### src/rtl/cache_macros.svh
`ifndef CACHE_MACROS_SVH
`define CACHE_MACROS_SVH

`define ADDR_WIDTH    16
`define DATA_WIDTH    32
`define ID_WIDTH      4

// One word per line, so the tag is everything above the index
`define INDEX_BITS    4
`define TAG_WIDTH     (`ADDR_WIDTH - `INDEX_BITS)

// Queue depth and reset value of every credit counter
`define CREDIT_DEPTH  4
`define PTR_WIDTH     2
`define CNT_WIDTH     3

`define SEQ_WIDTH     4

`endif

### src/rtl/cache_pkg.sv
`default_nettype none

package cache_pkg;

    // Child side opcode
    typedef enum logic [1:0] {
        OP_READ,
        OP_WRITE,
        OP_INVALIDATE
    } cache_op_e;

    typedef enum logic {
        PARENT_READ,
        PARENT_WRITE
    } parent_op_e;

    // Decode holds at most one request waiting for a path credit
    typedef enum logic {
        DEC_IDLE,
        DEC_ISSUE
    } decode_state_e;

endpackage

`default_nettype wire

### src/rtl/cache_decode.sv
`timescale 1ns/1ps
`include "cache_macros.svh"
`default_nettype none

module cache_decode (
    input  wire logic                   clk,
    input  wire logic                   arst_n,
    input  wire logic                   child_req_valid,
    input  wire cache_pkg::cache_op_e   child_req_op,
    input  wire logic [`ADDR_WIDTH-1:0] child_req_addr,
    input  wire logic [`DATA_WIDTH-1:0] child_req_data,
    input  wire logic [`ID_WIDTH-1:0]   child_req_id,
    input  wire logic                   local_credit,
    input  wire logic                   byp_credit,
    output logic                        child_req_credit,
    output logic                        local_valid,
    output cache_pkg::cache_op_e        local_op,
    output logic [`ADDR_WIDTH-1:0]      local_addr,
    output logic [`DATA_WIDTH-1:0]      local_data,
    output logic [`ID_WIDTH-1:0]        local_id,
    output logic [`SEQ_WIDTH-1:0]       local_seq,
    output logic                        byp_valid,
    output cache_pkg::cache_op_e        byp_op,
    output logic [`ADDR_WIDTH-1:0]      byp_addr,
    output logic [`ID_WIDTH-1:0]        byp_id,
    output logic [`SEQ_WIDTH-1:0]       byp_seq,
    output logic                        byp_send_parent
);
    import cache_pkg::*;

    localparam int LINES = 1 << `INDEX_BITS;
    localparam int PTR_W = `PTR_WIDTH;
    localparam int CNT_W = `CNT_WIDTH;
    localparam int SEQ_W = `SEQ_WIDTH;

    cache_op_e              q_op   [`CREDIT_DEPTH];
    logic [`ADDR_WIDTH-1:0] q_addr [`CREDIT_DEPTH];
    logic [`DATA_WIDTH-1:0] q_data [`CREDIT_DEPTH];
    logic [`ID_WIDTH-1:0]   q_id   [`CREDIT_DEPTH];
    logic [PTR_W-1:0]       wr_ptr;
    logic [PTR_W-1:0]       rd_ptr;
    logic [CNT_W-1:0]       q_count;

    logic [LINES-1:0]       line_valid;
    logic [`TAG_WIDTH-1:0]  line_tag [LINES];

    decode_state_e          state;
    cache_op_e              cur_op;
    logic [`ADDR_WIDTH-1:0] cur_addr;
    logic [`DATA_WIDTH-1:0] cur_data;
    logic [`ID_WIDTH-1:0]   cur_id;
    logic [SEQ_W-1:0]       seq;
    logic [CNT_W-1:0]       local_cnt;
    logic [CNT_W-1:0]       byp_cnt;

    logic [`INDEX_BITS-1:0] cur_index;
    logic                   hit;
    logic                   to_local;
    logic                   issue;
    logic                   take;

    assign cur_index = cur_addr[`INDEX_BITS-1:0];
    assign hit = line_valid[cur_index]
              && (line_tag[cur_index] == cur_addr[`ADDR_WIDTH-1:`INDEX_BITS]);

    // Writes go through the array even on a miss, they allocate
    assign to_local = (cur_op == OP_WRITE) || (cur_op == OP_READ && hit);
    assign issue = (state == DEC_ISSUE) && (to_local ? (local_cnt != '0) : (byp_cnt != '0));
    assign take = (q_count != '0) && (state == DEC_IDLE || issue);

    assign child_req_credit = take;
    assign local_valid = issue && to_local;
    assign local_op = cur_op;
    assign local_addr = cur_addr;
    assign local_data = cur_data;
    assign local_id = cur_id;
    assign local_seq = seq;
    assign byp_valid = issue && !to_local;
    assign byp_op = cur_op;
    assign byp_addr = cur_addr;
    assign byp_id = cur_id;
    assign byp_seq = seq;
    // Read miss goes to the parent, invalidate is acknowledged to the child
    assign byp_send_parent = (cur_op == OP_READ);

    always_ff @(posedge clk) begin
        if (child_req_valid) begin
            q_op[wr_ptr] <= child_req_op;
            q_addr[wr_ptr] <= child_req_addr;
            q_data[wr_ptr] <= child_req_data;
            q_id[wr_ptr] <= child_req_id;
        end
        if (take) begin
            cur_op <= q_op[rd_ptr];
            cur_addr <= q_addr[rd_ptr];
            cur_data <= q_data[rd_ptr];
            cur_id <= q_id[rd_ptr];
        end
        if (issue && cur_op == OP_WRITE) begin
            line_tag[cur_index] <= cur_addr[`ADDR_WIDTH-1:`INDEX_BITS];
        end
    end

    always_ff @(posedge clk or negedge arst_n) begin
        if (!arst_n) begin
            wr_ptr <= '0;
            rd_ptr <= '0;
            q_count <= '0;
            state <= DEC_IDLE;
            seq <= '0;
            local_cnt <= CNT_W'(`CREDIT_DEPTH);
            byp_cnt <= CNT_W'(`CREDIT_DEPTH);
            line_valid <= '0;
        end else begin
            wr_ptr <= wr_ptr + PTR_W'(child_req_valid);
            rd_ptr <= rd_ptr + PTR_W'(take);
            q_count <= q_count + CNT_W'(child_req_valid) - CNT_W'(take);
            if (take) begin
                state <= DEC_ISSUE;
            end else if (issue) begin
                state <= DEC_IDLE;
            end
            if (issue) begin
                seq <= seq + SEQ_W'(1);
                if (cur_op == OP_WRITE) begin
                    line_valid[cur_index] <= 1'b1;
                end else if (cur_op == OP_INVALIDATE) begin
                    line_valid[cur_index] <= 1'b0;
                end
            end
            local_cnt <= local_cnt + CNT_W'(local_credit) - CNT_W'(local_valid);
            byp_cnt <= byp_cnt + CNT_W'(byp_credit) - CNT_W'(byp_valid);
        end
    end

endmodule

`default_nettype wire

### src/rtl/cache_data_array.sv
`timescale 1ns/1ps
`include "cache_macros.svh"
`default_nettype none

module cache_data_array (
    input  wire logic                   clk,
    input  wire logic                   arst_n,
    input  wire logic                   local_valid,
    input  wire cache_pkg::cache_op_e   local_op,
    input  wire logic [`ADDR_WIDTH-1:0] local_addr,
    input  wire logic [`DATA_WIDTH-1:0] local_data,
    input  wire logic [`ID_WIDTH-1:0]   local_id,
    input  wire logic [`SEQ_WIDTH-1:0]  local_seq,
    input  wire logic                   pop,
    output logic                        local_credit,
    output logic                        head_valid,
    output cache_pkg::cache_op_e        head_op,
    output logic [`ADDR_WIDTH-1:0]      head_addr,
    output logic [`DATA_WIDTH-1:0]      head_data,
    output logic [`ID_WIDTH-1:0]        head_id,
    output logic [`SEQ_WIDTH-1:0]       head_seq,
    output logic                        head_send_parent
);
    import cache_pkg::*;

    localparam int LINES = 1 << `INDEX_BITS;
    localparam int PTR_W = `PTR_WIDTH;
    localparam int CNT_W = `CNT_WIDTH;

    logic [`DATA_WIDTH-1:0] mem [LINES];

    cache_op_e              q_op     [`CREDIT_DEPTH];
    logic [`ADDR_WIDTH-1:0] q_addr   [`CREDIT_DEPTH];
    logic [`DATA_WIDTH-1:0] q_data   [`CREDIT_DEPTH];
    logic [`ID_WIDTH-1:0]   q_id     [`CREDIT_DEPTH];
    logic [`SEQ_WIDTH-1:0]  q_seq    [`CREDIT_DEPTH];
    logic                   q_parent [`CREDIT_DEPTH];
    logic [PTR_W-1:0]       wr_ptr;
    logic [PTR_W-1:0]       rd_ptr;
    logic [CNT_W-1:0]       count;

    logic [`INDEX_BITS-1:0] index;
    logic [`DATA_WIDTH-1:0] result;

    assign index = local_addr[`INDEX_BITS-1:0];
    // A write echoes its own data for the write-through
    assign result = (local_op == OP_WRITE) ? local_data : mem[index];

    always_ff @(posedge clk) begin
        if (local_valid) begin
            if (local_op == OP_WRITE) begin
                mem[index] <= local_data;
            end
            q_op[wr_ptr] <= local_op;
            q_addr[wr_ptr] <= local_addr;
            q_data[wr_ptr] <= result;
            q_id[wr_ptr] <= local_id;
            q_seq[wr_ptr] <= local_seq;
            q_parent[wr_ptr] <= (local_op == OP_WRITE);
        end
    end

    always_ff @(posedge clk or negedge arst_n) begin
        if (!arst_n) begin
            wr_ptr <= '0;
            rd_ptr <= '0;
            count <= '0;
        end else begin
            wr_ptr <= wr_ptr + PTR_W'(local_valid);
            rd_ptr <= rd_ptr + PTR_W'(pop);
            count <= count + CNT_W'(local_valid) - CNT_W'(pop);
        end
    end

    assign local_credit = pop;
    assign head_valid = (count != '0);
    assign head_op = q_op[rd_ptr];
    assign head_addr = q_addr[rd_ptr];
    assign head_data = q_data[rd_ptr];
    assign head_id = q_id[rd_ptr];
    assign head_seq = q_seq[rd_ptr];
    assign head_send_parent = q_parent[rd_ptr];

endmodule

`default_nettype wire

### src/rtl/cache_bypass_queue.sv
`timescale 1ns/1ps
`include "cache_macros.svh"
`default_nettype none

module cache_bypass_queue (
    input  wire logic                   clk,
    input  wire logic                   arst_n,
    input  wire logic                   byp_valid,
    input  wire cache_pkg::cache_op_e   byp_op,
    input  wire logic [`ADDR_WIDTH-1:0] byp_addr,
    input  wire logic [`ID_WIDTH-1:0]   byp_id,
    input  wire logic [`SEQ_WIDTH-1:0]  byp_seq,
    input  wire logic                   byp_send_parent,
    input  wire logic                   pop,
    output logic                        byp_credit,
    output logic                        head_valid,
    output cache_pkg::cache_op_e        head_op,
    output logic [`ADDR_WIDTH-1:0]      head_addr,
    output logic [`ID_WIDTH-1:0]        head_id,
    output logic [`SEQ_WIDTH-1:0]       head_seq,
    output logic                        head_send_parent
);
    import cache_pkg::*;

    localparam int PTR_W = `PTR_WIDTH;
    localparam int CNT_W = `CNT_WIDTH;

    cache_op_e              q_op     [`CREDIT_DEPTH];
    logic [`ADDR_WIDTH-1:0] q_addr   [`CREDIT_DEPTH];
    logic [`ID_WIDTH-1:0]   q_id     [`CREDIT_DEPTH];
    logic [`SEQ_WIDTH-1:0]  q_seq    [`CREDIT_DEPTH];
    logic                   q_parent [`CREDIT_DEPTH];
    logic [PTR_W-1:0]       wr_ptr;
    logic [PTR_W-1:0]       rd_ptr;
    logic [CNT_W-1:0]       count;

    always_ff @(posedge clk) begin
        if (byp_valid) begin
            q_op[wr_ptr] <= byp_op;
            q_addr[wr_ptr] <= byp_addr;
            q_id[wr_ptr] <= byp_id;
            q_seq[wr_ptr] <= byp_seq;
            q_parent[wr_ptr] <= byp_send_parent;
        end
    end

    always_ff @(posedge clk or negedge arst_n) begin
        if (!arst_n) begin
            wr_ptr <= '0;
            rd_ptr <= '0;
            count <= '0;
        end else begin
            wr_ptr <= wr_ptr + PTR_W'(byp_valid);
            rd_ptr <= rd_ptr + PTR_W'(pop);
            count <= count + CNT_W'(byp_valid) - CNT_W'(pop);
        end
    end

    // Freed slot goes straight back to decode as a credit
    assign byp_credit = pop;
    assign head_valid = (count != '0);
    assign head_op = q_op[rd_ptr];
    assign head_addr = q_addr[rd_ptr];
    assign head_id = q_id[rd_ptr];
    assign head_seq = q_seq[rd_ptr];
    assign head_send_parent = q_parent[rd_ptr];

endmodule

`default_nettype wire

### src/rtl/cache_encode.sv
`timescale 1ns/1ps
`include "cache_macros.svh"
`default_nettype none

module cache_encode (
    input  wire logic                   clk,
    input  wire logic                   arst_n,
    input  wire logic                   local_head_valid,
    input  wire cache_pkg::cache_op_e   local_head_op,
    input  wire logic [`ADDR_WIDTH-1:0] local_head_addr,
    input  wire logic [`DATA_WIDTH-1:0] local_head_data,
    input  wire logic [`ID_WIDTH-1:0]   local_head_id,
    input  wire logic [`SEQ_WIDTH-1:0]  local_head_seq,
    input  wire logic                   local_head_send_parent,
    input  wire logic                   byp_head_valid,
    input  wire cache_pkg::cache_op_e   byp_head_op,
    input  wire logic [`ADDR_WIDTH-1:0] byp_head_addr,
    input  wire logic [`ID_WIDTH-1:0]   byp_head_id,
    input  wire logic [`SEQ_WIDTH-1:0]  byp_head_seq,
    input  wire logic                   byp_head_send_parent,
    input  wire logic                   child_resp_credit,
    input  wire logic                   parent_req_credit,
    output logic                        local_pop,
    output logic                        byp_pop,
    output logic                        child_resp_valid,
    output cache_pkg::cache_op_e        child_resp_op,
    output logic [`ADDR_WIDTH-1:0]      child_resp_addr,
    output logic [`DATA_WIDTH-1:0]      child_resp_data,
    output logic [`ID_WIDTH-1:0]        child_resp_id,
    output logic                        parent_req_valid,
    output cache_pkg::parent_op_e       parent_req_op,
    output logic [`ADDR_WIDTH-1:0]      parent_req_addr,
    output logic [`DATA_WIDTH-1:0]      parent_req_data
);
    import cache_pkg::*;

    localparam int CNT_W = `CNT_WIDTH;
    localparam int SEQ_W = `SEQ_WIDTH;

    logic [SEQ_W-1:0] exp_seq;
    logic [CNT_W-1:0] child_cnt;
    logic [CNT_W-1:0] parent_cnt;

    logic byp_match;
    logic local_match;
    logic sel_parent;
    logic out_ok;
    logic send_child;
    logic send_parent;

    // Bypass head is checked first, only one head can carry exp_seq
    assign byp_match = byp_head_valid && (byp_head_seq == exp_seq);
    assign local_match = local_head_valid && (local_head_seq == exp_seq);
    assign sel_parent = byp_match ? byp_head_send_parent : local_head_send_parent;
    assign out_ok = sel_parent ? (parent_cnt != '0) : (child_cnt != '0);

    assign byp_pop = byp_match && out_ok;
    assign local_pop = !byp_match && local_match && out_ok;
    assign send_child = (byp_pop || local_pop) && !sel_parent;
    assign send_parent = (byp_pop || local_pop) && sel_parent;

    always_ff @(posedge clk or negedge arst_n) begin
        if (!arst_n) begin
            exp_seq <= '0;
            child_cnt <= CNT_W'(`CREDIT_DEPTH);
            parent_cnt <= CNT_W'(`CREDIT_DEPTH);
            child_resp_valid <= 1'b0;
            parent_req_valid <= 1'b0;
        end else begin
            exp_seq <= exp_seq + SEQ_W'(send_child || send_parent);
            child_cnt <= child_cnt + CNT_W'(child_resp_credit) - CNT_W'(send_child);
            parent_cnt <= parent_cnt + CNT_W'(parent_req_credit) - CNT_W'(send_parent);
            child_resp_valid <= send_child;
            parent_req_valid <= send_parent;
        end
    end

    always_ff @(posedge clk) begin
        if (send_child) begin
            child_resp_op <= byp_match ? byp_head_op : local_head_op;
            child_resp_addr <= byp_match ? byp_head_addr : local_head_addr;
            // Invalidate acknowledge carries no data
            child_resp_data <= byp_match ? '0 : local_head_data;
            child_resp_id <= byp_match ? byp_head_id : local_head_id;
        end
        if (send_parent) begin
            // Bypass means read miss, local means write-through
            parent_req_op <= byp_match ? PARENT_READ : PARENT_WRITE;
            parent_req_addr <= byp_match ? byp_head_addr : local_head_addr;
            parent_req_data <= byp_match ? '0 : local_head_data;
        end
    end

endmodule

`default_nettype wire

### src/rtl/cache_top.sv
`timescale 1ns/1ps
`include "cache_macros.svh"
`default_nettype none

module cache_top (
    input  wire logic                   clk,
    input  wire logic                   arst_n,
    input  wire logic                   child_req_valid,
    input  wire cache_pkg::cache_op_e   child_req_op,
    input  wire logic [`ADDR_WIDTH-1:0] child_req_addr,
    input  wire logic [`DATA_WIDTH-1:0] child_req_data,
    input  wire logic [`ID_WIDTH-1:0]   child_req_id,
    output logic                        child_req_credit,
    output logic                        child_resp_valid,
    output cache_pkg::cache_op_e        child_resp_op,
    output logic [`ADDR_WIDTH-1:0]      child_resp_addr,
    output logic [`DATA_WIDTH-1:0]      child_resp_data,
    output logic [`ID_WIDTH-1:0]        child_resp_id,
    input  wire logic                   child_resp_credit,
    output logic                        parent_req_valid,
    output cache_pkg::parent_op_e       parent_req_op,
    output logic [`ADDR_WIDTH-1:0]      parent_req_addr,
    output logic [`DATA_WIDTH-1:0]      parent_req_data,
    input  wire logic                   parent_req_credit
);
    import cache_pkg::*;

    // Decode to array and bypass queue
    logic                   local_valid;
    cache_op_e              local_op;
    logic [`ADDR_WIDTH-1:0] local_addr;
    logic [`DATA_WIDTH-1:0] local_data;
    logic [`ID_WIDTH-1:0]   local_id;
    logic [`SEQ_WIDTH-1:0]  local_seq;
    logic                   local_credit;
    logic                   byp_valid;
    cache_op_e              byp_op;
    logic [`ADDR_WIDTH-1:0] byp_addr;
    logic [`ID_WIDTH-1:0]   byp_id;
    logic [`SEQ_WIDTH-1:0]  byp_seq;
    logic                   byp_send_parent;
    logic                   byp_credit;

    // Queue heads into encode
    logic                   local_head_valid;
    cache_op_e              local_head_op;
    logic [`ADDR_WIDTH-1:0] local_head_addr;
    logic [`DATA_WIDTH-1:0] local_head_data;
    logic [`ID_WIDTH-1:0]   local_head_id;
    logic [`SEQ_WIDTH-1:0]  local_head_seq;
    logic                   local_head_send_parent;
    logic                   local_pop;
    logic                   byp_head_valid;
    cache_op_e              byp_head_op;
    logic [`ADDR_WIDTH-1:0] byp_head_addr;
    logic [`ID_WIDTH-1:0]   byp_head_id;
    logic [`SEQ_WIDTH-1:0]  byp_head_seq;
    logic                   byp_head_send_parent;
    logic                   byp_pop;

    cache_decode decode_inst (
        .clk, .arst_n,
        .child_req_valid, .child_req_op, .child_req_addr, .child_req_data, .child_req_id,
        .local_credit, .byp_credit, .child_req_credit,
        .local_valid, .local_op, .local_addr, .local_data, .local_id, .local_seq,
        .byp_valid, .byp_op, .byp_addr, .byp_id, .byp_seq, .byp_send_parent
    );

    cache_data_array data_array_inst (
        .clk, .arst_n,
        .local_valid, .local_op, .local_addr, .local_data, .local_id, .local_seq,
        .pop              (local_pop),
        .local_credit,
        .head_valid       (local_head_valid),
        .head_op          (local_head_op),
        .head_addr        (local_head_addr),
        .head_data        (local_head_data),
        .head_id          (local_head_id),
        .head_seq         (local_head_seq),
        .head_send_parent (local_head_send_parent)
    );

    cache_bypass_queue bypass_queue_inst (
        .clk, .arst_n,
        .byp_valid, .byp_op, .byp_addr, .byp_id, .byp_seq, .byp_send_parent,
        .pop              (byp_pop),
        .byp_credit,
        .head_valid       (byp_head_valid),
        .head_op          (byp_head_op),
        .head_addr        (byp_head_addr),
        .head_id          (byp_head_id),
        .head_seq         (byp_head_seq),
        .head_send_parent (byp_head_send_parent)
    );

    cache_encode encode_inst (
        .clk, .arst_n,
        .local_head_valid, .local_head_op, .local_head_addr, .local_head_data,
        .local_head_id, .local_head_seq, .local_head_send_parent,
        .byp_head_valid, .byp_head_op, .byp_head_addr, .byp_head_id,
        .byp_head_seq, .byp_head_send_parent,
        .child_resp_credit, .parent_req_credit,
        .local_pop, .byp_pop,
        .child_resp_valid, .child_resp_op, .child_resp_addr, .child_resp_data, .child_resp_id,
        .parent_req_valid, .parent_req_op, .parent_req_addr, .parent_req_data
    );

endmodule

`default_nettype wire

### config.mk
export PLATFORM = sky130hd
export DESIGN_NAME = cache_top
export DESIGN_NICKNAME = d
export VERILOG_FILES = /design/src/rtl/cache_pkg.sv /design/src/rtl/cache_decode.sv /design/src/rtl/cache_data_array.sv /design/src/rtl/cache_bypass_queue.sv /design/src/rtl/cache_encode.sv /design/src/rtl/cache_top.sv
export VERILOG_INCLUDE_DIRS = /design/src /design/src/rtl
export SDC_FILE = /design/constraint.sdc
export NUM_CORES = 1
export LEC_CHECK = 0
export BUFFER_PORTS_ARGS = -buffer_cell sky130_fd_sc_hd__buf_4
export CAP_MARGIN = 20
export CORE_MARGIN = 2
export CORE_UTILIZATION = 56
export DETAILED_ROUTE_END_ITERATION = 8
export MAX_ROUTING_LAYER = met4
export PLACE_DENSITY = 0.76
export SETUP_SLACK_MARGIN = 0.02
export SYNTH_ARGS = -nofsm -noshare
export SYNTH_HDL_FRONTEND = slang
export SYNTH_SLANG_ARGS = --single-unit
### constraint.sdc
create_clock -name clk -period 9.4 [get_ports clk]
set_clock_uncertainty 0.2 [all_clocks]
set_input_delay 0.47 -clock clk [delete_from_list [all_inputs] [get_ports clk]]
set_output_delay 0.47 -clock clk [all_outputs]
set_load 0.03 [all_outputs]
# Word level (Yosys, flattened, before mapping)
# Memories as Yosys holds them, arrays and structs flattened. A register that Yosys moved wholly into a read port is not among the register bits.
# Cells that the tools add are included.
classes:
  n_bitwise: 4
  n_mux: 28
  order_cmp: 2
  addsub: 22
  eq_ne: 5
  n_reduce_logical: 33
ops:
  columns: ["operator", "count"]
  rows:
  - ["two-way mux 32 bit", 2]
  - ["two-way mux 16 bit", 3]
  - ["adder 3 x 1 -> 3 bit", 7]
  - ["nonzero test 3 bit", 7]
  - ["subtractor 3 x 1 -> 3 bit", 7]
  - ["two-way mux 1 bit", 19]
  - ["AND 16 bit", 1]
  - ["NOT 16 bit", 1]
  - ["OR 16 bit", 1]
  - ["logical AND 1 bit", 15]
  - ["adder 2 x 1 -> 2 bit", 6]
  - ["equality test 12 bit", 1]
  - ["equality test 4 bit", 2]
  - ["< comparator 4 x 5 -> 1 bit (second input constant)", 1]
  - ["adder 4 x 1 -> 4 bit", 1]
  - ["adder 4 x 1 -> 4 bit (second input constant)", 1]
  - ["binary-select mux 1 bit (select 4 bit)", 1]
  - ["demux 1 bit (select 4 bit)", 1]
  - ["greater-or-equal comparator 4 x 1 -> 1 bit (second input constant)", 1]
  - ["logical OR 1 bit", 4]
  - ["two-way mux 4 bit", 1]
  - ["nonzero test 2 bit", 2]
  - ["logical NOT 1 bit", 3]
  - ["equality test 2 x 1 -> 1 bit (second input constant)", 1]
  - ["5 further kinds", 5]
word_totals:
  wordCells: 137
  memories: 17
  mem_bits_rw: 1264
  input_bits: 59
  register_bits: 163
  out_inout_bits: 106
memory_table:
  columns: ["memory", "depth", "word_bits", "rd", "rd_clocked_by_memory_dff", "wr", "line", "text"]
  rows:
  - ["data_array_inst.mem", 16, 32, 1, 0, 1, "cache_data_array.sv:30", "logic [`DATA_WIDTH-1:0] mem [LINES];"]
  - ["decode_inst.line_tag", 16, 12, 1, 0, 1, "cache_decode.sv:45", "logic [`TAG_WIDTH-1:0] line_tag [LINES];"]
  - ["data_array_inst.q_data", 4, 32, 1, 0, 1, "cache_data_array.sv:34", "logic [`DATA_WIDTH-1:0] q_data [`CREDIT_DEPTH];"]
  - ["decode_inst.q_data", 4, 32, 1, 1, 1, "cache_decode.sv:38", "logic [`DATA_WIDTH-1:0] q_data [`CREDIT_DEPTH];"]
  - ["bypass_queue_inst.q_addr", 4, 16, 1, 0, 1, "cache_bypass_queue.sv:29", "logic [`ADDR_WIDTH-1:0] q_addr [`CREDIT_DEPTH];"]
  - ["data_array_inst.q_addr", 4, 16, 1, 0, 1, "cache_data_array.sv:33", "logic [`ADDR_WIDTH-1:0] q_addr [`CREDIT_DEPTH];"]
  - ["11 more memories", null, null, null, null, null, null, null]

# Longest topological paths before layout
# Gate-level depths: netlist (run 1).
depth:
  ltp_word: 10
  ltp_mapped: 21
  depth_no_buf: 16

# Cells and area by module
# Synthesis (run 1) repeated with hierarchy kept, for this count alone.
hier_totals:
  hier_cells: 2741
  hier_area_um2: 56566.8
by_module_without_submodules:
  columns: ["module", "area_per_inst_um2", "seq_area_each_um2", "instances", "cells_per_inst"]
  rows:
  - ["cache_data_array", 28837.7, 22636.7, 1, 1415]
  - ["cache_decode", 19155.9, 14726.6, 1, 933]
  - ["cache_bypass_queue", 4290.4, 3418.3, 1, 166]
  - ["cache_encode", 4282.9, 3395.8, 1, 227]

# Least setup slack after synthesis (run 1)
# OpenSTA, ideal clock, no wires.
synth_timing:
  path_type: "flip-flop to flip-flop"
  from: "reg decode_inst.cur_addr[1] (netlist: decode_inst.byp_addr[1]) (read register of decode_inst.q_addr)"
  to: "mem data_array_inst.q_addr[0][0] (netlist name), enable pin"
  arrival_ps: 6987
  path_slack_ps: 1653
  path_buffers: 3
  required_time_ps: 8640
  path_stages_with_launch: 13
  cell_sequence: "edfxtp_1 -> buf_2 -> buf_2 -> buf_4 -> mux4_2 -> a22oi_1 -> a21oi_1 -> nor4_1 -> nand4_1 -> a221oi_2 -> nor2_1 -> nor3b_2 -> nor3b_1"
synth_between:
  elab_chain_cells: 10
  word_cells_on_any_way: 12
  classes_between: "1 x eq/ne; 5 x mux; 5 x reduce/logical; 1 x memory"
synth_lines:
  columns: ["item", "line", "text"]
  rows:
  - ["start: declaration", "cache_decode.sv:49", "logic [`ADDR_WIDTH-1:0] cur_addr;"]
  - ["memory read (16 x 12 bit) or binary-select mux 1 bit (select 4 bit) (tied branches)", null, null]
  - ["equality test 12 bit or two-way mux 1 bit (tied branches)", "cache_decode.sv:64, cache_decode.sv:63", null]
  - ["logical AND 1 bit *", "cache_decode.sv:63", "assign hit = line_valid[cur_index]"]
  - ["logical AND 1 bit *", "cache_decode.sv:67", "assign to_local = (cur_op == OP_WRITE) || (cur_op == OP_READ && hit);"]
  - ["logical OR 1 bit *", "cache_decode.sv:67", null]
  - ["two-way mux 1 bit", "cache_decode.sv:68", "assign issue = (state == DEC_ISSUE) && (to_local ? (local_cnt != '0) : (byp_cnt != '0));"]
  - ["logical AND 1 bit", "cache_decode.sv:68", null]
  - ["logical AND 1 bit *", "cache_decode.sv:72", "assign local_valid = issue && to_local;"]
  - ["two-way mux 1 bit *", "cache_data_array.sv:50", "if (local_valid) begin"]
  - ["two-way mux 1 bit (implied by the code) *", "cache_data_array.sv:55", "q_addr[wr_ptr] <= local_addr;"]
  - ["end: declaration", "cache_data_array.sv:33", null]
# Mark *: on every way between the ends. The rest lies on a longest branch, timed or not. The select of a mux whose other input is x is not followed.

# Worst setup path after layout (run 1)
layout_timing:
  from: "reg decode_inst.cur_addr[1] (netlist: decode_inst.byp_addr[1]) (read register of decode_inst.q_addr)"
  to: "out child_req_credit"
layout_between:
  elab_chain_cells: 9
  word_cells_on_any_way: 11
  classes_between: "1 x eq/ne; 3 x mux; 6 x reduce/logical; 1 x memory"
layout_lines:
  columns: ["item", "line", "text"]
  rows:
  - ["memory read (16 x 12 bit) or binary-select mux 1 bit (select 4 bit) (tied branches)", null, null]
  - ["equality test 12 bit or two-way mux 1 bit (tied branches)", "cache_decode.sv:64, cache_decode.sv:63", null]
  - ["logical AND 1 bit *", "cache_decode.sv:63", null]
  - ["logical AND 1 bit *", "cache_decode.sv:67", null]
  - ["logical OR 1 bit *", "cache_decode.sv:67", null]
  - ["two-way mux 1 bit *", "cache_decode.sv:68", null]
  - ["logical AND 1 bit *", "cache_decode.sv:68", null]
  - ["logical OR 1 bit *", "cache_decode.sv:69", "assign take = (q_count != '0) && (state == DEC_IDLE || issue);"]
  - ["logical AND 1 bit *", "cache_decode.sv:69", null]
  - ["end: declaration", "cache_top.sv:13", "output logic child_req_credit,"]
# Marks and branches as above.

==> metrics.md, run 1 <==
| Metric | Value |
|---|---|
| # DRC | `0` |
| Worst VDD drop | `roughly 0.19 mV` |
| Worst path slowest cell | `buf_4` |
| R2R depth | `17` |
| Syn. warnings | `0` |
| Final Cycle Share | `between 70% and 80%` |
| Core Box Area | `between 0.09 and 0.1 mm2` |
| Filler Cell Count | `between 5000 and 6000` |
| Main flop type after synthesis | `edfxtp_1` |
| Starting Density | `between 50% and 60%` |
| DIE AREA | `a little over 0.1 mm2` |
| Fmax | `between 100 and 150 MHz` |
| Synth Instances | `2370` |
| Post-layout min period | `just over 7000 ps` |
| CTS sink cnt | `between 1000 and 1500` |
| Global-route wire length before repair | `~180 mm` |
| Post-route antenna net violation count | `0` |
| Netlist cell types | `48` |
| Status | `finished, final reports clean` |
| Post-CTS Hold Buffers | `58` |
| Num CTS Buffers | `~150` |
| Nets | `2800` |
| Flops & latches, synth | `roughly 1500` |
| Critical-path cell list | `buf_12, mux4_2, mux2i_1, xnor2_1, nor4_1, nand3_1, a221oi_2, or3_1, nand2_1, a21oi_4, buf_4, buf_4` |
| DRT Wirelength | `around 120 mm` |
| CP top delay family | `buffers and inverters` |
| Worst-skew pair later-pin latency | `roughly 750 ps` |
| Maxcap violations | `0` |
| Crit path kind | `register to output pin` |
| Netlist Area Pre-Place | `around 0.056 mm2` |
| Setup_tns | `0 ps` |
| Final worst setup slack | `about 2300 ps` |
| RSZ-0062 raised after global routing | `no` |
| Critical path peak fanout | `135` |
| Pwr dens | `between 200 and 300 mW/mm2` |
| Worst Tran Pin Value | `between 1000 and 1500 ps` |
| Crit path capture type | `output pin` |
| WP depth | `12` |
| Post-CTS Repair Setup Buffers | `0` |
| Vias | `about 26000` |
| Share of layout cells above drive strength 1 | `between 30% and 40%` |
| Initial antenna violation count | `2` |
| Max_slew headroom | `about 23%` |
| Grt total ovfl | `0` |
| CTS tree | `built` |
| Count of final setup violators | `0` |
| Crit-path max cell delay | `830 ps` |
| Post-synth ARST share | `under 10%` |
| Critical Path Source Type | `register` |
| Clock buffer depth | `3` |
| Pre-CTS setup slack | `slightly above 3000 ps` |
| Reg2Reg Setup Slack | `around 3300 ps` |
| LEAKAGE | `about 21 nW` |
| Core Util, Final | `roughly two thirds` |
| # resized after CTS | `0` |
| Worst path arrival time | `6420 ps` |
| H-tree Lvls | `4` |
| Root Driver | `clkbuf_16` |
| Post-synth EDFFs | `~1400` |
| Hpwl dp | `between 60 and 70 mm` |
| Slew Viols, Final | `0` |
| FP Rows | `around 120` |
| Vias in the first global route | `27340` |
| Hold WC Path Type | `input port to asynchronous set/reset pin` |
| Crit path buffers/inverters | `3` |
| Post-Syn Nets | `2461` |
| DRT Pass-1 Iters | `7` |
| Synthesized area per cell | `~24 um2` |
| Die span in x | `around 320 um` |
| Clock-pin slew on the worst setup and hold paths | `about 60 ps` |
| Routed vias/inst | `approximately 6.3` |
| Die Y | `about 320 um` |
| Placer Congestion | `approximately 0.8` |
| CP most frequent cell | `buf_4` |
| CP required | `roughly 8700 ps` |
| GRT Util Overall | `roughly 25%` |
| Initial DRC Count | `between 3000 and 4000` |
| IO buf count | `164` |
| Wire per inst | `29.52 um` |
| Largest net degree at the start of global routing | `136` |
| Sequential fraction of the synthesis area | `about four fifths` |
| Synth-to-layout area growth | `15.08%` |
| Final hold vios | `0` |
| I/O pin total | `between 150 and 200` |
==> cell usage after synthesis (25+ instances only) <==
master,number,area (um2)
inv_1,35,131.4
buf_2,31,155.2
xnor2_1,30,262.8
nor2b_1,36,225.2
dfrtp_1,56,1401
mux4_2,345,7770
mux2_2,76,855.8
nor2_1,50,187.7
ha_1,25,312.8
clkbuf_1,59,221.5
mux2i_1,32,320.3
edfxtp_1,1421,42670
==> kinds of logic (layout without fill, tap and decap cells) <==
group	count (synthesis)	count (layout)	synth area share [%]
DFF	1481	1481	79.21
muxes	454	454	16.06
and+or+nand+nor	186	186	1.763
buffers and inverters	145	600	1.099
xor gates and xnor gates	48	48	0.7538
adders and majority gates	32	32	0.8121
AOI/OAI and AO/OA	24	24	0.2984
other	0	1	0
==> cell type report <==
type                            instances  area (um2)  area share (%)
Clock inverter                         71       640.6          0.9981
Antenna cell                            1       2.502        0.003899
Tap cell                             1287        1610           2.509
Clock buffer                          193        3976           6.195
Sequential cell                      1481       44190           68.85
Multi-Input combinational cell        744       11180           17.41
Timing Repair Buffer                  301        2457           3.829
Inverter                               35       131.4          0.2047
==> placed cells by master, fill, tap and decap left out, types with 15 or more instances in the layout <==
cell type / n
edfxtp_1: 1421
mux4_2: 345
buf_4: 236
clkbuf_16: 151
mux2_2: 76
dlygate4sd3_1: 58
dfrtp_1: 51
clkbuf_1: 38
inv_1: 35
nor2b_1: 35
nor2_1: 35
mux2i_1: 32
xnor2_1: 30
clkinv_1: 29
ha_1: 24
nand3_1: 23
clkinv_2: 21
xor2_1: 18
nor2_4: 15
==> per-layer routing <==
metal / share of wire (%) / track usage (%) / up-vias
li1: - / - / 10570
met1: 38 / 32.56 / 13790
met2: 53 / 42.01 / 1258
met3: 7.3 / 3.521 / 214
met4: 2.2 / 6.950 / 0
met5: 0 / - / -
==> per-stage QoR <==
step	std cells	power, W	cell area (um2)	hold slack [ps]
after global routing	4112	0.01766	64180	236.2
after floorplan	2370	0.01062	55770	-25.59
after CTS	4111	0.01719	64170	196.9
after global placement	3785	0.01141	58930	281.3
final	4113	0.01709	64180	164.6
after detailed placement	3789	0.01157	58980	287.6
==> worst paths after layout <==
path | start | endpoint
worst max-delay path | decode_inst.byp_addr[1] | child_req_credit
worst min-delay path | arst_n | decode_inst.rd_ptr[1]
worst max register to register | decode_inst.byp_addr[1] | decode_inst.q_count[2]
worst min register to register | register | register
max in group asynchronous | arst_n | data_array_inst.rd_ptr[0]
min in group clk | child_req_addr[8] | decode_inst.q_addr[0][8]
==> sequential cells by signal (all words and copies together), names as in the netlist, 8 cells and up, named ones only <==
name and count:
data_array_inst.mem 512, decode_inst.line_tag 192, data_array_inst.q_data 128, decode_inst.q_data 128, bypass_queue_inst.q_addr 64, data_array_inst.q_addr 64, decode_inst.q_addr 64, decode_inst.local_data 32
encode_inst.child_resp_data 32, encode_inst.parent_req_data 32, bypass_queue_inst.q_id 16, bypass_queue_inst.q_seq 16, data_array_inst.q_id 16, data_array_inst.q_seq 16, decode_inst.byp_addr 16, decode_inst.q_id 16
encode_inst.child_resp_addr 16, encode_inst.parent_req_addr 16, bypass_queue_inst.q_op 8, data_array_inst.q_op 8, decode_inst.q_op 8
==> worst reg2reg max path: stages (launching register included) <==
cell and delay, ps:
edfxtp_1 370, buf_12 600, mux4_2 780, mux2i_1 190, xnor2_1 100, nor4_1 520, nand3_1 160, a221oi_2 440
or3_1 560, nand2_1 220, a21oi_4 540, ha_1 330, inv_1 50, ha_1 130, inv_1 60, fa_1 420
xnor2_1 220, xnor2_1 150
==> power breakdown <==
group / total (W) / leakage, nW / switching [W] / internal [W]
logic: 0.00275 / 5.03 / 0.00151 / 0.00124
registers: 0.00872 / 13.6 / 0.000490 / 0.00823
clock network: 0.00562 / 2.26 / 0.00239 / 0.00323
Power figures use the tool's default switching activity.
==> run 2: changes to the inputs <==
Clock period 9.4 ns to 6.7 ns, I/O delays scaled along.
==> run 2 against run 1 <==
Compared with the run above:
- utilization grew 0.29 points
- die area unchanged
- worst hold slack worse by 110 ps
- largest power group unchanged
==> metrics.md, run 2 (same netlist as run 1, synthesis figures left out) <==
| Metric | Value |
|---|---|
| CTS sink cnt | `1481 (unchanged)` |
| IO buf count | `164 (unchanged)` |
| CTS tree | `built` |
| Count of final setup violators | `0 (unchanged)` |
| Starting Density | `56.58% (unchanged)` |
| GRT Util Overall | `24.89% (-0.15 points)` |
| RSZ-0062 raised after global routing | `no` |
| Worst VDD drop | `0.2323 mV (+20%)` |
| Largest net degree at the start of global routing | `82 (-40%)` |
| Post-CTS Hold Buffers | `58 (unchanged)` |
| Post-route antenna net violation count | `0 (unchanged)` |
| Vias | `25670 (-0.64%)` |
| Worst flop-to-flop path endpoint | `decode_inst.local_data[7]` |
| Wire per inst | `29.28 um (-0.82%)` |
| Slew Viols, Final | `0 (unchanged)` |
| Critical Path Source Type | `register` |
| Num CTS Buffers | `146 (unchanged)` |
| Hold WC Path Type | `input port to asynchronous set/reset pin` |
| Fmax | `between 150 and 200 MHz` |
| Initial DRC Count | `2761 (-12%)` |
| LEAKAGE | `21.01 nW (+0.58%)` |
| Worst-skew pair later-pin latency | `760 ps (about the same)` |
| Max reg flops | `512 (unchanged)` |
| Biggest registers after layout | `data_array_inst.mem (512), decode_inst.line_tag (192)` |
| Vias in the first global route | `26890 (-1.6%)` |
| Final Cycle Share | `a little under 90%` |
| Reg2Reg Setup Slack | `1240 ps (-2030 ps)` |
| Initial antenna violation count | `3 (+1)` |
| Status | `finished, final reports clean` |
| Root Driver | `clkbuf_16` |
| Critical path peak fanout | `81 (-40%)` |
| Largest register by flop count | `data_array_inst.mem` |
| Placer Congestion | `0.8261 (+0.23%)` |
| Worst Tran Pin Value | `1048 ps (-108.7 ps)` |
| Nets | `2808 (+0.29%)` |
| Pwr dens | `378.3 mW/mm2 (+42%)` |
| Commonest cells after routing, fill and taps aside | `edfxtp_1, mux4_2, buf_4` |
| Crit path capture type | `output pin` |
| Placed inst area | `0.05904 mm2 (+0.10%)` |
| DIE AREA | `0.1021 mm2 (unchanged)` |
| FP Rows | `115 (unchanged)` |
| DRT Wirelength | `120.8 mm (-0.53%)` |
| Clock buffer depth | `3 (unchanged)` |
| DRT Pass-1 Iters | `6 (-1)` |
| Core Box Area | `0.09856 mm2 (unchanged)` |
| Synth-to-layout area growth | `15.59%` |
| Worst path arrival time | `5390 ps (-1030 ps)` |
| H-tree Lvls | `4 (unchanged)` |
| Maxcap violations | `0 (unchanged)` |
| I/O pin total | `165 (unchanged)` |
| Hpwl dp | `67.32 mm (+5.3%)` |
| Global-route wire length before repair | `177.8 mm (-1.1%)` |
| Design area | `0.06447 mm2 (+0.44%)` |
| Max_slew headroom | `30.13% (+7.2 points)` |
| Setup_tns | `0 ps (unchanged)` |
| # resized after CTS | `0 (unchanged)` |
| Most common cell after layout, fill and taps aside | `edfxtp_1` |
| Crit path kind | `register to output pin` |
| # DRC | `0 (unchanged)` |
| Post-layout min period | `5921 ps` |
| FF-to-FF Start | `decode_inst.byp_addr[1]` |
| Final hold vios | `0 (unchanged)` |
| Routed vias/inst | `6.223 (-0.93%)` |
| Post-CTS Repair Setup Buffers | `0 (unchanged)` |
| CP required | `6160 ps (-2570 ps)` |
| Share of layout cells above drive strength 1 | `33.05% (+0.91 points)` |
| Clock-pin slew on the worst setup and hold paths | `60 ps (about the same)` |
| R2R depth | `12 (-5)` |
| Die span in x | `319.6 um (unchanged)` |
| Die Y | `319.6 um (unchanged)` |
| Grt total ovfl | `0 (unchanged)` |
[run 2: critical path: stages, from the launching register on]
cell and delay, ps:
edfxtp_1 380, buf_12 430, mux4_2 590, mux2i_1 220, xnor2_1 100, nor4_1 370, nand3_1 200, a221oi_2 390
or3_1 570, nand2_1 220, a21oi_4 210, buf_4 550, buf_4 280
[run 2: cell type report]
class / instances / area [um2]
flip-flops and latches: 1481 / 44190
fillers: 6010 / 34100
multi-input cells: 744 / 11180
clock buffers: 171 / 3861
repair buffers: 309 / 2587
well taps: 1287 / 1610
clock inverters: 95 / 899.6
inverters: 35 / 131.4
diodes: 3 / 7.507
[run 2: worst max-delay path by stage]
stage	from	end	slack, ps
final	decode_inst.byp_addr[1]	child_req_credit	780
after detailed placement	decode_inst.byp_addr[0]	decode_inst.local_data[13]	1200
after global placement	decode_inst.byp_addr[0]	decode_inst.local_data[12]	1350
after global routing	decode_inst.byp_addr[1]	child_req_credit	420
after floorplan	bypass_queue_inst.rd_ptr[0]	encode_inst.child_cnt[2]	100
after CTS	decode_inst.byp_addr[0]	child_req_credit	630
[run 2: report_power, final]
group / leakage [nW] / total (W) / internal (W) / switching (W)
registers: 13.6 / 0.0122 / 0.0115 / 0.000678
logic: 5.09 / 0.00408 / 0.00179 / 0.00229
clock network: 2.32 / 0.00809 / 0.00468 / 0.00340
[run 2: metal layers]
metal / global-route usage, % / part of all wire, %
met2: 39.46 / 50
met4: 8.501 / 3.0
met3: 5.952 / 8.7
met1: 32.06 / 38
met5: - / 0
[run 2: through the flow]
step | instances | utilization, % | worst slack (ps) | power [W] | hold WS [ps]
final | 4125 | 65.41 | 778.9 | 0.02439 | 51.16
after global routing | 4124 | 65.41 | 418.9 | 0.02522 | 110.3
after CTS | 4119 | 65.32 | 627.0 | 0.02446 | 54.13
after detailed placement | 3795 | 59.90 | 1197 | 0.01636 | 288.6
after global placement | 3795 | 59.90 | 1348 | 0.01617 | 278.5
after floorplan | 2370 | - | 101.6 | 0.01489 | -160.6
